==> config.mk <==
export PLATFORM = sky130hd
export DESIGN_NAME = sp_bus_decode
export DESIGN_NICKNAME = d
export VERILOG_FILES = /design/src/sp_pkg.sv /design/src/sp_bus_decode.sv
export VERILOG_INCLUDE_DIRS = /design/src
export SDC_FILE = /design/constraint.sdc
export NUM_CORES = 1
export LEC_CHECK = 0
export ABC_AREA = 1
export BUFFER_PORTS_ARGS = -buffer_cell sky130_fd_sc_hd__buf_4
export CAP_MARGIN = 40
export CORE_AREA = 3 3 162 164
export DETAILED_ROUTE_END_ITERATION = 6
export DIE_AREA = 0 0 165 167
export GPL_TIMING_DRIVEN = 1
export PLACE_DENSITY = 0.47
export REMOVE_ABC_BUFFERS = 1
export SYNTH_ARGS = -nofsm -noshare
export SYNTH_HDL_FRONTEND = slang
export SYNTH_SLANG_ARGS = --single-unit
==> constraint.sdc <==
create_clock -name vclk -period 1.5
set_input_delay 0.3 -clock vclk [all_inputs]
set_output_delay 0.3 -clock vclk [all_outputs]
set_load 0.03 [all_outputs]
==> src/sp_cfg.svh <==
`ifndef SP_CFG_SVH
`define SP_CFG_SVH

// Address map. The page is the top byte of the processor address.
// Scratch RAM lives at every address whose top bit is clear.
`define SP_NARROW_PAGE 8'h80
`define SP_MMIO_PAGE   8'hFF

// Scratch RAM depth in 32-bit words.
`define SP_MEM_WORDS 256

// MMIO register offsets, low address byte.
`define SP_REG_LED     8'h00
`define SP_REG_RST     8'h04
`define SP_REG_SCRATCH 8'h08
`define SP_REG_ID      8'h0C

// Width of the soft-reset pulse vector.
`define SP_RST_BITS 5

// Read-only device ID.
`define SP_DEVICE_ID 32'h5350_0001

`endif

==> src/sp_pkg.sv <==
`default_nettype none

package sp_pkg;

   // Processor byte address.
   typedef logic [31:0] sp_addr_t;

   // Data word, big-endian lanes: lane 0 is bits 31:24.
   typedef logic [31:0] sp_word_t;

   // Narrow bus data.
   typedef logic [7:0] sp_byte_t;

   // Byte-lane selects, bit 3 is lane 0.
   typedef logic [3:0] sp_sel_t;

   // Narrow bus byte address.
   typedef logic [23:0] sp_nadr_t;

   // One Wishbone classic request from the master side.
   typedef struct packed {
      sp_addr_t adr;
      sp_word_t dat;
      sp_sel_t  sel;
      logic     we;
      logic     stb;
      logic     cyc;
   } sp_req_t;

   // One Wishbone classic response from the slave side.
   typedef struct packed {
      sp_word_t dat;
      logic     ack;
   } sp_rsp_t;

endpackage

`default_nettype wire

==> src/sp_bus_decode.sv <==
`timescale 1ns/1ps
`default_nettype none

`include "sp_cfg.svh"

module sp_bus_decode (
   input  wire              clk,
   input  wire              arst_n_i,
   input  sp_pkg::sp_req_t  req_i,
   output sp_pkg::sp_rsp_t  rsp_o,
   output sp_pkg::sp_req_t  mem_req_o,
   output sp_pkg::sp_req_t  brg_req_o,
   output sp_pkg::sp_req_t  reg_req_o,
   input  sp_pkg::sp_rsp_t  mem_rsp_i,
   input  sp_pkg::sp_rsp_t  brg_rsp_i,
   input  sp_pkg::sp_rsp_t  reg_rsp_i
);
   import sp_pkg::*;

   logic    mem_hit;
   logic    brg_hit;
   logic    reg_hit;
   logic    unm_hit;
   sp_rsp_t unm_rsp;

   assign mem_hit = ~req_i.adr[31];
   assign brg_hit = (req_i.adr[31:24] == `SP_NARROW_PAGE);
   assign reg_hit = (req_i.adr[31:24] == `SP_MMIO_PAGE);
   assign unm_hit = ~(mem_hit | brg_hit | reg_hit);

   // Unmapped space answers at once with zero data.
   assign unm_rsp.dat = '0;
   assign unm_rsp.ack = req_i.cyc & req_i.stb & unm_hit;

   always_comb begin
      mem_req_o     = req_i;
      brg_req_o     = req_i;
      reg_req_o     = req_i;
      mem_req_o.stb = req_i.stb & mem_hit;
      brg_req_o.stb = req_i.stb & brg_hit;
      brg_req_o.cyc = req_i.cyc & brg_hit; // Narrow cycle only for its own page.
      reg_req_o.stb = req_i.stb & reg_hit;
   end

   always_comb begin
      if (mem_hit) begin
         rsp_o = mem_rsp_i;
      end else if (brg_hit) begin
         rsp_o = brg_rsp_i;
      end else if (reg_hit) begin
         rsp_o = reg_rsp_i;
      end else begin
         rsp_o = unm_rsp;
      end
   end

   // Targets never acknowledge together.
   a_one_ack: assert property (@(posedge clk) disable iff (!arst_n_i)
      $onehot0({mem_rsp_i.ack, brg_rsp_i.ack, reg_rsp_i.ack, unm_rsp.ack}));

endmodule

`default_nettype wire

==> flow_summary_export.csv <==
group,metric,value,unit
outcome,outcome,"finished, violations left",
outcome,violations,"setup timing",
drt,drc,0,
finish,fin_cells,712,
finish,drive_above_1_share,0.743,
floorplan,die_y,167,µm
yosys,synth_warnings,0,
critical_path,cp-start-kind,"input pin",
finish,seq_cell_count,0,
floorplan,design.portCount,418,
grt,grt_pass1_vias,2570,
grt,grt_pass1_wl,31800,µm
place,dp.cells,697,
grt,gr-total-overflow,0,
sta,fin_crit,1680,ps
sta,rsz0062_at_grt,"true",
floorplan,rows,58,
finish,fillers,2912,
finish,n_clock_buffer,0,
finish,fin_util,0.141,
critical_path,worst_setup_path_end_kind,"output port",
worst_hold_path,hold_class,"in2out",
sta,period_share,1.12,
place,hpwl,23000,µm
power_and_ir_drop,p_leak,0.00170,µW
drt,avgRoutedWirePerCell,37.8,µm
drt,vias_per_cell,3.67,
floorplan,start_util,0.0954,
sta,drv_slew,0,
yosys,yosysSeqAreaShare,0,
sta,fmax,594,MHz
floorplan,die_w,165,µm
yosys,synthCells,390,
finish,seq_area,0,µm²
critical_path,path_max_fanout,7,
sta,finalHoldViolCount,0,
critical_path,cp.required,1200,ps
finish,antenna_cells,0,
flow_run,drv_cap,0,
floorplan,core-area,0.0250,mm²
finish,multiInputGateArea,0.00109,mm²
place,io_buffer_count,172,
finish,final_nets,556,
sta,worst_slew_pin_slew,188,ps
drt,vias,2612,
power_and_ir_drop,vdd_drop_max,0.000105,V
sta,max_slew_margin,0.875,
critical_path,cp.arrival,1380,ps
drt,dr.pass1.iters,4,
drt,final_antenna_net_count,0,
yosys,avgSynthCellArea,6.12,µm²
sta,fin_hold_ws,600,ps
critical_path,crit_type,"in2out",
finish,area_growth,47.9,%
drt,dr.first_iter.drc_count,179,
power_and_ir_drop,power_density,259,mW/mm²
yosys,yosysUniqueCellTypes,12,
sta,setup_viol,35,
drt,drt_wl_total,26900,µm
floorplan,die-area,0.0276,mm²
place,dpl_worst_slack,-406,ps
grt,grt_util_all_layers,0.179,
place,routabilityCongestion,0.757,
yosys,syn_area,0.00239,mm²
sta,fin_ws,-184,ps
grt,grt_max_degree,29,
grt,antenna_found_initial,0,
-- power by group --
group	internal (µW)	switching (µW)	leakage, µW	total (µW)
Combinational	460	455	0.00170	916
Clock	0	0	0	0
Sequential	0	0	0	0
Total	460	455	0.00170	916
-- critical path, cell delays in order --
cell	delay, ps
buf_8	110
nor2_4	120
nor3b_4	230
buf_6	170
clkbuf_16	170
nand3_2	80
nand3_2	80
buf_6	130
-- synth_stat cells --
| cell type | count | area share |
|---|---|---|
| nor3b_2 | 1 | 0.0052 |
| nand3_1 | 66 | 0.14 |
| inv_2 | 2 | 0.0031 |
| buf_2 | 5 | 0.010 |
| clkbuf_1 | 3 | 0.0047 |
| nor3b_4 | 1 | 0.0079 |
| a21oi_1 | 1 | 0.0021 |
| buf_4 | 210 | 0.66 |
| nand2_1 | 78 | 0.12 |
| inv_1 | 7 | 0.011 |
| nor2_1 | 13 | 0.020 |
| buf_6 | 3 | 0.014 |
-- repair_timing --
action / CTS / global route
hold buffers: 0 / 0
gates resized for setup: 92 / 54
endpoints found under the hold margin: 0 / 0
cloned: 2 / 3
buffers inserted: 7 / 5
pin swaps: 7 / 16
endpoints found under the setup margin: 36 / 35
-- placed cells by master, fill, tap and decap left out --
cell type  instances
clkbuf_16          3
nand2_1           70
nor2_1             7
nand3_1           14
nand3_4            7
nand3_2           45
buf_6             42
inv_4              1
nor2_2             2
buf_12            12
buf_4            151
nand2_2            7
inv_1              6
inv_2              2
buf_8              5
nor2_4             4
a21oi_1            1
nand2_4            1
nor3b_4            2
-- metrics by stage --
stage / area, µm² / setup TNS [ps] / power, µW
6_report: 3530 / -5240 / 916
5_1_grt: 3530 / -7300 / 972
4_1_cts: 3190 / -5330 / 871
3_5_place_dp: 2710 / -11990 / 768
3_3_place_gp: 2710 / -12040 / 769
2_1_floorplan: 742 / -19030 / 191
-- layer usage --
metal	part of all wire	track usage	wire length, µm
met1	0.27	0.151	7390
met2	0.44	0.275	11800
met4	0.021	0.0303	567
met3	0.26	0.206	6950
met5	0.0088	0.0909	238
-- path summary, 6_finish.rpt --
path,slack (ps),to,cells past startpoint,start
max,-180,rsp_o[22],8,req_i[64]
min,600,reg_req_o[56],0,req_i[56]
-- final cells by class --
| cell class | instances | share of cell area |
|---|---|---|
| inverter | 9 | 0.0103 |
| multi-input combinational | 160 | 0.308 |
| tap | 330 | 0.117 |
| timing repair buffer | 213 | 0.565 |
-- cell families (layout without fill, tap and decap cells) --
kind of cell / count (synthesis) / after routing / synth area share
simple gates: 159 / 159 / 0.294
compound gates: 1 / 1 / 0.00209
buf+inv: 230 / 222 / 0.704
No activity file was read; power rests on OpenSTA's default activity.
