===== src/sp_cfg.svh =====
`ifndef SP_CFG_SVH
`define SP_CFG_SVH

// Address map. The page is the top byte of the processor address.
// Scratch RAM lives at every address whose top bit is clear.
`define SP_NARROW_PAGE 8'h80
`define SP_MMIO_PAGE   8'hFF

// Scratch RAM depth in 32-bit words.
`define SP_MEM_WORDS 256

// MMIO register offsets, low address byte.
`define SP_REG_LED     8'h00
`define SP_REG_RST     8'h04
`define SP_REG_SCRATCH 8'h08
`define SP_REG_ID      8'h0C

// Width of the soft-reset pulse vector.
`define SP_RST_BITS 5

// Read-only device ID.
`define SP_DEVICE_ID 32'h5350_0001

`endif


===== src/sp_pkg.sv =====
`default_nettype none

package sp_pkg;

   // Processor byte address.
   typedef logic [31:0] sp_addr_t;

   // Data word, big-endian lanes: lane 0 is bits 31:24.
   typedef logic [31:0] sp_word_t;

   // Narrow bus data.
   typedef logic [7:0] sp_byte_t;

   // Byte-lane selects, bit 3 is lane 0.
   typedef logic [3:0] sp_sel_t;

   // Narrow bus byte address.
   typedef logic [23:0] sp_nadr_t;

   // One Wishbone classic request from the master side.
   typedef struct packed {
      sp_addr_t adr;
      sp_word_t dat;
      sp_sel_t  sel;
      logic     we;
      logic     stb;
      logic     cyc;
   } sp_req_t;

   // One Wishbone classic response from the slave side.
   typedef struct packed {
      sp_word_t dat;
      logic     ack;
   } sp_rsp_t;

endpackage

`default_nettype wire


===== src/sp_narrow_bridge.sv =====
`timescale 1ns/1ps
`default_nettype none

module sp_narrow_bridge (
   input  wire              clk,
   input  wire              arst_n_i,
   input  sp_pkg::sp_req_t  req_i,
   output sp_pkg::sp_rsp_t  rsp_o,
   output sp_pkg::sp_nadr_t nb_adr_o,
   output sp_pkg::sp_byte_t nb_dat_o,
   input  sp_pkg::sp_byte_t nb_dat_i,
   output logic             nb_we_o,
   output logic             nb_sel_o,
   output logic             nb_stb_o,
   output logic             nb_cyc_o,
   input  wire              nb_ack_i
);
   import sp_pkg::*;

   logic [1:0] lane_q;    // Byte lane in progress.
   logic       ack_q;
   sp_word_t   asm_q;     // Read word assembled MSB first.
   logic       active;
   logic       byte_done;

   assign active    = req_i.cyc & req_i.stb;
   assign byte_done = nb_stb_o & nb_ack_i;

   assign nb_adr_o = {req_i.adr[23:2], lane_q};
   assign nb_we_o  = req_i.we;
   assign nb_cyc_o = req_i.cyc;
   assign nb_stb_o = active & ~ack_q; // No fifth byte while ack goes back.

   // Lane 0 carries the most significant byte.
   always_comb begin
      case (lane_q)
         2'd0: begin
            nb_dat_o = req_i.dat[31:24];
            nb_sel_o = req_i.sel[3];
         end
         2'd1: begin
            nb_dat_o = req_i.dat[23:16];
            nb_sel_o = req_i.sel[2];
         end
         2'd2: begin
            nb_dat_o = req_i.dat[15:8];
            nb_sel_o = req_i.sel[1];
         end
         default: begin
            nb_dat_o = req_i.dat[7:0];
            nb_sel_o = req_i.sel[0];
         end
      endcase
   end

   always_ff @(posedge clk or negedge arst_n_i) begin
      if (!arst_n_i) begin
         lane_q <= 2'd0;
         ack_q  <= 1'b0;
      end else if (ack_q || !active) begin
         lane_q <= 2'd0;   // Finished or withdrawn.
         ack_q  <= 1'b0;
      end else if (byte_done) begin
         lane_q <= lane_q + 2'd1;
         ack_q  <= (lane_q == 2'd3);
      end
   end

   always_ff @(posedge clk) begin
      if (byte_done) begin
         asm_q <= {asm_q[23:0], nb_dat_i};
      end
   end

   assign rsp_o.dat = asm_q;
   assign rsp_o.ack = ack_q;

   // A narrow ack only answers a live byte strobe.
   a_nb_ack_in_byte: assert property (@(posedge clk) disable iff (!arst_n_i)
      nb_ack_i |-> nb_stb_o);

endmodule

`default_nettype wire


===== config.mk =====
export PLATFORM = sky130hd
export DESIGN_NAME = sp_narrow_bridge
export DESIGN_NICKNAME = d
export VERILOG_FILES = /design/src/sp_cfg.svh /design/src/sp_pkg.sv /design/src/sp_narrow_bridge.sv
export SDC_FILE = /design/constraint.sdc
export NUM_CORES = 1
export LEC_CHECK = 0
export ABC_AREA = 1
export BUFFER_PORTS_ARGS = -buffer_cell sky130_fd_sc_hd__buf_2
export CAP_MARGIN = 20
export CORE_MARGIN = 3
export CORE_UTILIZATION = 38
export CTS_BUF_LIST = sky130_fd_sc_hd__clkbuf_8
export DETAILED_ROUTE_END_ITERATION = 6
export HOLD_SLACK_MARGIN = 0.06
export PLACE_DENSITY = 0.82
export SKIP_LAST_GASP = 1
export SYNTH_ARGS = -nofsm -noshare
export SYNTH_HDL_FRONTEND = slang
export SYNTH_SLANG_ARGS = --single-unit

===== constraint.sdc =====
create_clock -name clk -period 2 [get_ports clk]
set_clock_uncertainty 0.1 [all_clocks]
set_input_delay 0.1 -clock clk [delete_from_list [all_inputs] [get_ports clk]]
set_output_delay 0.1 -clock clk [all_outputs]
set_load 0.05 [all_outputs]

==> metrics.yaml <==
multi_input_area_um2: 408
cp-end-kind: "output pin"
yosysUniqueCellTypes: 11
die_area_um2: 5150
power_density_nw_per_um2: 719
regArea_um2: 1040
dr.pass1.iters: 4
setup_viol: 0
power_switching_mw: 0.454
wl_per_cell_um: 14.0
drt-total-wl_mm: 3.97
cts_tree: "done"
ctsHtreeMaxLevel: 2
fp.dieH_um: 71.8
cts_buffers: 5
root_buffer: "clkbuf_8"
fin_util: 0.548
grtUsageTotal: 0.150
mostFrequentLayoutCells: "buf_2, nand2_1, edfxtp_1"
critPathArrivalTime_ns: 1.67
grt.met3_usage: 0.0785
dpl.hpwl_mm: 2.77
switching_share: 0.282
critPathSlowestCell: "dfrtp_1"
avgViaCountPerCell: 4.56
diodes: 0
hold_class: "in2reg"
cpMostUsedCell: "nand2_1"
sequentialPowerShare: 0.512
cts.reportedPaths.clkPinSlew_ns: 0.07
p_total_mw: 1.61
syn_area_um2: 1640
cts_buffer_depth: 2
io_pins: 151
mostFrequentLayoutCell: "buf_2"
cpPeakStageDelay_ns: 0.52
rows: 23
yosys_register_bits: 35
grt_max_degree: 33
portBuffers: 94
cts_sinks: 35
gr-usage-met2: 0.256
path_max_fanout: 10
antenna_found_initial: 0
tightest_slew_ns: 0.299
drive_above_1_share: 0.483
grt.overflow.total: 0
rsz0062_at_grt: "false"
grt_pass1_vias: 1238
syn_avg_cell_area_um2: 11.1
yosys_warnings: 0
pwr-share-comb: 0.189
nets: 320
crit_required_ns: 1.80
path_class: "reg2out"
finalCritPeriodShare: 0.936
area_growth_syn_to_layout_pct: 36.3
fmax_ghz: 0.534
status: "completed"
p_int_mw: 1.16
report.final.slew_viol_count: 0
ys_seq_area_frac: 0.630
cap_violations: 0
drc: 0
relSlewSlack: 0.801
layout.cells.non_filler: 284
clkPwrFrac: 0.299
place.gp.congestion: 0.811
min_period_ns: 1.87
hold_viol: 0
drtIter0Drc: 83
worstSetupStartpointType: "flop"
clkLatencyLatePin_ns: 0.28
die_w_um: 71.8
syn_inst: 148
ant_nets: 0
nFillCells: 366
synth_nets: 235
grt_use_met1: 0.160
final.setup.tns_ns: 0
dp.cells: 264
leakage_nw: 1.05
grt_pass1_wl_mm: 5.77
via_count: 1294
irDropWorstVdd_v: 0.000519
initial_core_util: 0.402
core_area_um2: 4090
busiest_layer: "met2"
crit_chain: "ha_2, inv_2, nand2_1, nand2_1, clkbuf_4"
## flip-flops by register name, summed over array words and instances, names as in the netlist
signal and cells:
asm_q 32, ack_q 1, lane_q 2
## kinds of logic (layout without fill, tap and decap cells)
| family | count (synthesis) | after routing | share of synthesized area |
|---|---|---|---|
| flops | 35 | 35 | 0.630 |
| simple gates | 73 | 73 | 0.186 |
| fa+ha+maj | 5 | 5 | 0.0381 |
| buf+inv | 35 | 121 | 0.146 |
## Yosys cell counts, drive strengths merged
cell type / count / area share
buf: 29 / 0.13
ha: 5 / 0.038
dfrtp: 3 / 0.046
nand2: 58 / 0.14
nand3: 13 / 0.040
inv: 6 / 0.014
nor2: 2 / 0.011
edfxtp: 32 / 0.58
## routing by layer
layer / wire (um) / up-vias
li1: - / 627
met1: 1460 / 609
met2: 2180 / 54
met3: 299 / 4
met4: 38 / 0
met5: 0 / -
## stage by stage
stage                     setup slack (ns)  instance area (um^2)  hold WS [ns]
final                                0.128                  2240        0.0822
after global routing                0.0131                  2240        0.0997
after CTS                           0.0143                  2180        0.0672
after detailed placement             0.333                  1980        -0.199
after global placement               0.377                  1980        -0.205
after floorplan                     0.0146                  1640        -0.296
## timing repair
item | in CTS | in global routing
setup endpoints to repair | 0 | 9
setup buffers | 0 | 0
gates resized for setup | 0 | 15
hold buffers | 12 | 0
endpoints found under the hold margin | 14 | 0
## power by group through the flow
stage	logic [mW]	clock network, mW	registers, mW
after floorplan	0.247	0	0.900
after global placement	0.270	0	0.840
after detailed placement	0.273	0	0.841
after CTS	0.291	0.503	0.825
after global routing	0.325	0.536	0.828
final	0.304	0.482	0.826
## final cells by class
class	count	area share
Sequential cell	35	0.462
Timing Repair Buffer	107	0.280
Multi-Input combinational cell	78	0.182
Clock buffer	5	0.0307
Tap cell	50	0.0279
Inverter	6	0.0101
Clock inverter	3	0.00670
## critical path, delay by kind of cell (launching register included)
family	cells	cell delay, ns
fa+ha+maj	1	0.37
flops	1	0.52
simple gates	2	0.15
buf+inv	2	0.36
## path summary, 6_finish.rpt
check,to,cells past startpoint,slack (ns),startpoint
hold reg to reg,asm_q[10]$_DFFE_PP_,0,0.35,asm_q[2]$_DFFE_PP_
min in group asynchronous,lane_q[0]$_DFFE_PN0P_,3,0.61,arst_n_i
max in group asynchronous,lane_q[1]$_DFFE_PN0P_,3,1.04,arst_n_i
setup reg to reg,ack_q$_DFFE_PN0P_,4,0.53,ack_q$_DFFE_PN0P_
setup / recovery,nb_dat_o[0],5,0.13,lane_q[0]$_DFFE_PN0P_
hold / removal,lane_q[0]$_DFFE_PN0P_,5,0.08,req_i[1]
(Power assumes the default switching activity.)
