## src/sp_cfg.svh

```systemverilog
`ifndef SP_CFG_SVH
`define SP_CFG_SVH

// Address map. The page is the top byte of the processor address.
// Scratch RAM lives at every address whose top bit is clear.
`define SP_NARROW_PAGE 8'h80
`define SP_MMIO_PAGE   8'hFF

// Scratch RAM depth in 32-bit words.
`define SP_MEM_WORDS 256

// MMIO register offsets, low address byte.
`define SP_REG_LED     8'h00
`define SP_REG_RST     8'h04
`define SP_REG_SCRATCH 8'h08
`define SP_REG_ID      8'h0C

// Width of the soft-reset pulse vector.
`define SP_RST_BITS 5

// Read-only device ID.
`define SP_DEVICE_ID 32'h5350_0001

`endif

```

## src/sp_pkg.sv

```systemverilog
`default_nettype none

package sp_pkg;

   // Processor byte address.
   typedef logic [31:0] sp_addr_t;

   // Data word, big-endian lanes: lane 0 is bits 31:24.
   typedef logic [31:0] sp_word_t;

   // Narrow bus data.
   typedef logic [7:0] sp_byte_t;

   // Byte-lane selects, bit 3 is lane 0.
   typedef logic [3:0] sp_sel_t;

   // Narrow bus byte address.
   typedef logic [23:0] sp_nadr_t;

   // One Wishbone classic request from the master side.
   typedef struct packed {
      sp_addr_t adr;
      sp_word_t dat;
      sp_sel_t  sel;
      logic     we;
      logic     stb;
      logic     cyc;
   } sp_req_t;

   // One Wishbone classic response from the slave side.
   typedef struct packed {
      sp_word_t dat;
      logic     ack;
   } sp_rsp_t;

endpackage

`default_nettype wire

```

## src/sp_mmio_regs.sv

```systemverilog
`timescale 1ns/1ps
`default_nettype none

`include "sp_cfg.svh"

module sp_mmio_regs (
   input  wire                     clk,
   input  wire                     arst_n_i,
   input  sp_pkg::sp_req_t         req_i,
   output sp_pkg::sp_rsp_t         rsp_o,
   output logic                    led_green_o,
   output logic                    led_red_o,
   output logic [`SP_RST_BITS-1:0] sw_reset_o
);
   import sp_pkg::*;

   logic [1:0]              led_q;
   logic [`SP_RST_BITS-1:0] rst_q;
   sp_word_t                scratch_q;
   sp_word_t                rdata_q;
   sp_word_t                rdata;
   logic                    ack_q;
   logic                    access;
   logic                    wr;

   assign access = req_i.cyc & req_i.stb & ~ack_q;
   assign wr     = access & req_i.we;

   always_comb begin
      case (req_i.adr[7:0])
         `SP_REG_LED:     rdata = {30'd0, led_q};
         `SP_REG_SCRATCH: rdata = scratch_q;
         `SP_REG_ID:      rdata = `SP_DEVICE_ID;
         default:         rdata = '0; // RST and holes read zero.
      endcase
   end

   always_ff @(posedge clk or negedge arst_n_i) begin
      if (!arst_n_i) begin
         ack_q <= 1'b0;
         led_q <= 2'b00;
         rst_q <= '0;
      end else begin
         ack_q <= access;
         rst_q <= '0;   // Pulse lasts a single cycle.
         if (wr && req_i.sel[0]) begin
            if (req_i.adr[7:0] == `SP_REG_LED) begin
               led_q <= req_i.dat[1:0];
            end
            if (req_i.adr[7:0] == `SP_REG_RST) begin
               rst_q <= req_i.dat[`SP_RST_BITS-1:0];
            end
         end
      end
   end

   always_ff @(posedge clk) begin
      if (wr && req_i.adr[7:0] == `SP_REG_SCRATCH) begin
         for (int i = 0; i < 4; i++) begin
            if (req_i.sel[i]) begin
               scratch_q[8*i +: 8] <= req_i.dat[8*i +: 8];
            end
         end
      end
      if (access) begin
         rdata_q <= rdata;
      end
   end

   assign led_green_o = led_q[0];
   assign led_red_o   = led_q[1];
   assign sw_reset_o  = rst_q;
   assign rsp_o.dat   = rdata_q;
   assign rsp_o.ack   = ack_q;

   // Soft reset is a single-cycle pulse.
   a_rst_pulse: assert property (@(posedge clk) disable iff (!arst_n_i)
      (sw_reset_o != '0) |=> (sw_reset_o == '0));

endmodule

`default_nettype wire

```

## config.mk

```make
export PLATFORM = sky130hd
export DESIGN_NAME = sp_mmio_regs
export DESIGN_NICKNAME = d
export VERILOG_FILES = /design/src/sp_pkg.sv /design/src/sp_mmio_regs.sv
export VERILOG_INCLUDE_DIRS = /design/src
export SDC_FILE = /design/constraint.sdc
export NUM_CORES = 1
export LEC_CHECK = 0
export BUFFER_PORTS_ARGS = -buffer_cell sky130_fd_sc_hd__buf_4
export CELL_PAD_IN_SITES_DETAIL_PLACEMENT = 0
export CELL_PAD_IN_SITES_GLOBAL_PLACEMENT = 1
export CORE_ASPECT_RATIO = 2
export CORE_MARGIN = 2
export CORE_UTILIZATION = 37
export DETAILED_ROUTE_END_ITERATION = 7
export PLACE_DENSITY = 0.75
export SYNTH_ARGS = -nofsm -noshare
export SYNTH_HDL_FRONTEND = slang
export SYNTH_SLANG_ARGS = --single-unit
```

## constraint.sdc

```tcl
create_clock -name clk -period 3.4 [get_ports clk]
set_clock_uncertainty 0.2 [all_clocks]
set_input_delay 0.34 -clock clk [delete_from_list [all_inputs] [get_ports clk]]
set_output_delay 0.34 -clock clk [all_outputs]
set_load 0.05 [all_outputs]
```

==> out/summary.txt <==
area of the multi-input gates - 430 um^2
Crit Path Max Fanout - 13
antenna violations before repair - 0
dpl hpwl - 3460 um
met2 layer usage reported by global route - 22.1%
1st-pass router iterations - 4
Max Cap Violations - 0
layout cells sized above 1 - 39.1%
Seq/Total Area, Yosys - 82.1%
synth top area cells - edfxtp_1 (74%), dfrtp_1 (7.7%), and2_1 (7.0%)
highest clock rate - 0.451 GHz
Int Power - 0.00153 W
Initial Util - 37.9%
post-synth top area share - 74.3%
r2r worst-path depth - 2
Syn Nets - 217
Sw Share - 20.2%
worst hold path class - input pin to flop
sw power - 0.000387 W
TritonCTS clock tree - yes
1st-iter DRT viols - 22
Fillers - 550
VDD IR max - 0.000353 V
vias per inst - 4.41
Pwr per Cell Area - 492 mW/mm^2
flop and latch count out of synthesis - 72
crit path DAT - 1.99 ns
R2R setup slack - 1.50 ns
global-route wire length before repair - 7780 um
Synth cell types - 25
Final Hold Violating Endpoints - 0
Finished Layout Cells - 364
Num CTS Buffers - 9
worst setup path class - input pin to flop
Ports - 113
final setup TNS - 0 ns
CP startpoint - req_i[44]
worst skew pair latency - 0.32 ns
Post-Syn Area - 0.00259 mm^2
Post-CTS Hold Buffers - 30
setup repair bufs after CTS - 0
Seq pwr share - 50.9%
Routed Antenna Nets - 0
Mapped Cells - 144
GR Util met3 - 7.61%
DRC violations left - 0
r2r endpoint - scratch_q[1]
Die W - 63.1 um
post-route minimum period - 2.22 ns
Worst Tran Pin Value - 0.882 ns
row count - 43
wire length per cell - 13.9 um
largest net degree at the start of global routing - 34
post-detailed-routing wire length - 5070 um
Core Box Area - 0.00683 mm^2
slew margin rel. - 41.1%
DP Cell Count - 318
busiest grt layer - met2
CTS resizes - 0
Max Slew Vio Count - 0
fin crit share - 65.2%
Clock Root Buffer - clkbuf_16
CP endpoint kind - flop
full die area - 0.00771 mm^2
# diodes - 0
PortBufs - 88
RSZ-0062 raised after global routing - no
clock network power share - 41.7%
Power, Total - 0.00192 W
most frequent cells in the layout - buf_4 (89), edfxtp_1 (64), dlygate4sd3_1 (30), and2_1 (29), nor2_1 (13)
register area - 0.00212 mm^2
syn avg cell area - 18.0 um^2
area grow syn2layout - 50.6%
Setup Viol. Count Final - 0
GRT met1 Usage - 15.4%
status - complete, no violations
critical path startpoint category - input pin
chip height - 122 um
Ys Warns - 0
Comb pwr share - 7.4%
CTS clk-pin slew, worst paths - 0.05 ns
clock buffer depth - 2
clk sinks - 72
Vias - 1604
leading area contributor after synthesis - edfxtp_1
vias in the first global route - 1599
CP required - 3.17 ns
reg2reg start - ack_q
CTS H-tree depth - 3
NumNets Final - 342
Pleak - 1.60 nW
routability congestion estimate - 0.733
Overall Global Routing Usage - 14.0%
Remaining Overflow, GRT - 0
commonest non-fill, non-tap cell in the layout - buf_4
worst setup path end - scratch_q[1]
[routing by layer]
layer	routed length [um]	up-vias
met1	1930	742
li1	-	769
met3	549	11
met4	106	0
met5	0	-
met2	2480	82
[logic make-up after synthesis]
family	after synthesis	synth area share, %
AO/OA/AOI/OAI	2	0.387
buffers and inverters	6	1.60
flip-flops	72	82.1
multiplexers	3	1.26
AND/OR/NAND/NOR	61	14.7
[worst min-delay path by stage]
| stage | start | end | slack, ns | cells after the start |
|---|---|---|---|---|
| after global placement | arst_n_i | sw_reset_o[4] | -0.04 | 1 |
| after detailed placement | arst_n_i | sw_reset_o[4] | -0.03 | 1 |
| after global routing | req_i[27] | scratch_q[20] | 0.00001 | 1 |
| after floorplan | arst_n_i | ack_q | -0.16 | 0 |
| after CTS | req_i[27] | scratch_q[20] | 0.003 | 1 |
| final | req_i[27] | scratch_q[20] | 0.01 | 1 |
[synthesized netlist by cell type, drive strengths merged]
library cell	count
or2	2
nand3b	1
nor3b	1
mux2	2
nor3	1
dfrtp	8
a21oi	1
and3	4
inv	1
buf	3
nor4	3
or4	1
and2	29
or3b	1
nor2	14
o21ai	1
nand4b	1
nand2	2
clkbuf	2
mux2i	1
or3	1
edfxtp	64
[registers in the layout, indices dropped and copies added, names as in the netlist]
name        count
ack_q           1
led_q           2
rdata_q        32
scratch_q      32
sw_reset_o      5
[layout make-up]
class / instances / share of cell area (%)
Inverter: 1 / 0.0964
Sequential cell: 72 / 54.5
Timing Repair Buffer: 119 / 24.9
Clock buffer: 11 / 5.98
Tap cell: 90 / 2.89
Multi-Input combinational cell: 66 / 11.1
Clock inverter: 5 / 0.611
[worst max-delay path, cell delays in order]
cell,delay [ns]
buf_4,0.11
or4_4,0.58
nor4_4,0.44
and3_1,0.51
[power by group through the flow]
stage | logic (W) | registers [W] | clock network (W)
after floorplan | 0.0000196 | 0.00102 | 0
after global placement | 0.000113 | 0.000993 | 0
after detailed placement | 0.000115 | 0.000993 | 0
after CTS | 0.000143 | 0.000976 | 0.000816
after global routing | 0.000151 | 0.000976 | 0.000853
final | 0.000141 | 0.000976 | 0.000799
[through the flow]
step / hold WS [ns] / instance area, um^2 / setup WS, ns / utilization [%]
2_1_floorplan: -0.156 / 2590 / 0.993 / -
3_3_place_gp: -0.0397 / 3340 / 0.849 / 48.8
3_5_place_dp: -0.0346 / 3340 / 0.819 / 48.8
4_1_cts: 0.00341 / 3890 / 1.16 / 57.0
5_1_grt: 0.0000140 / 3890 / 1.01 / 57.0
6_report: 0.0133 / 3890 / 1.18 / 57.0
(Power assumes the default switching activity.)
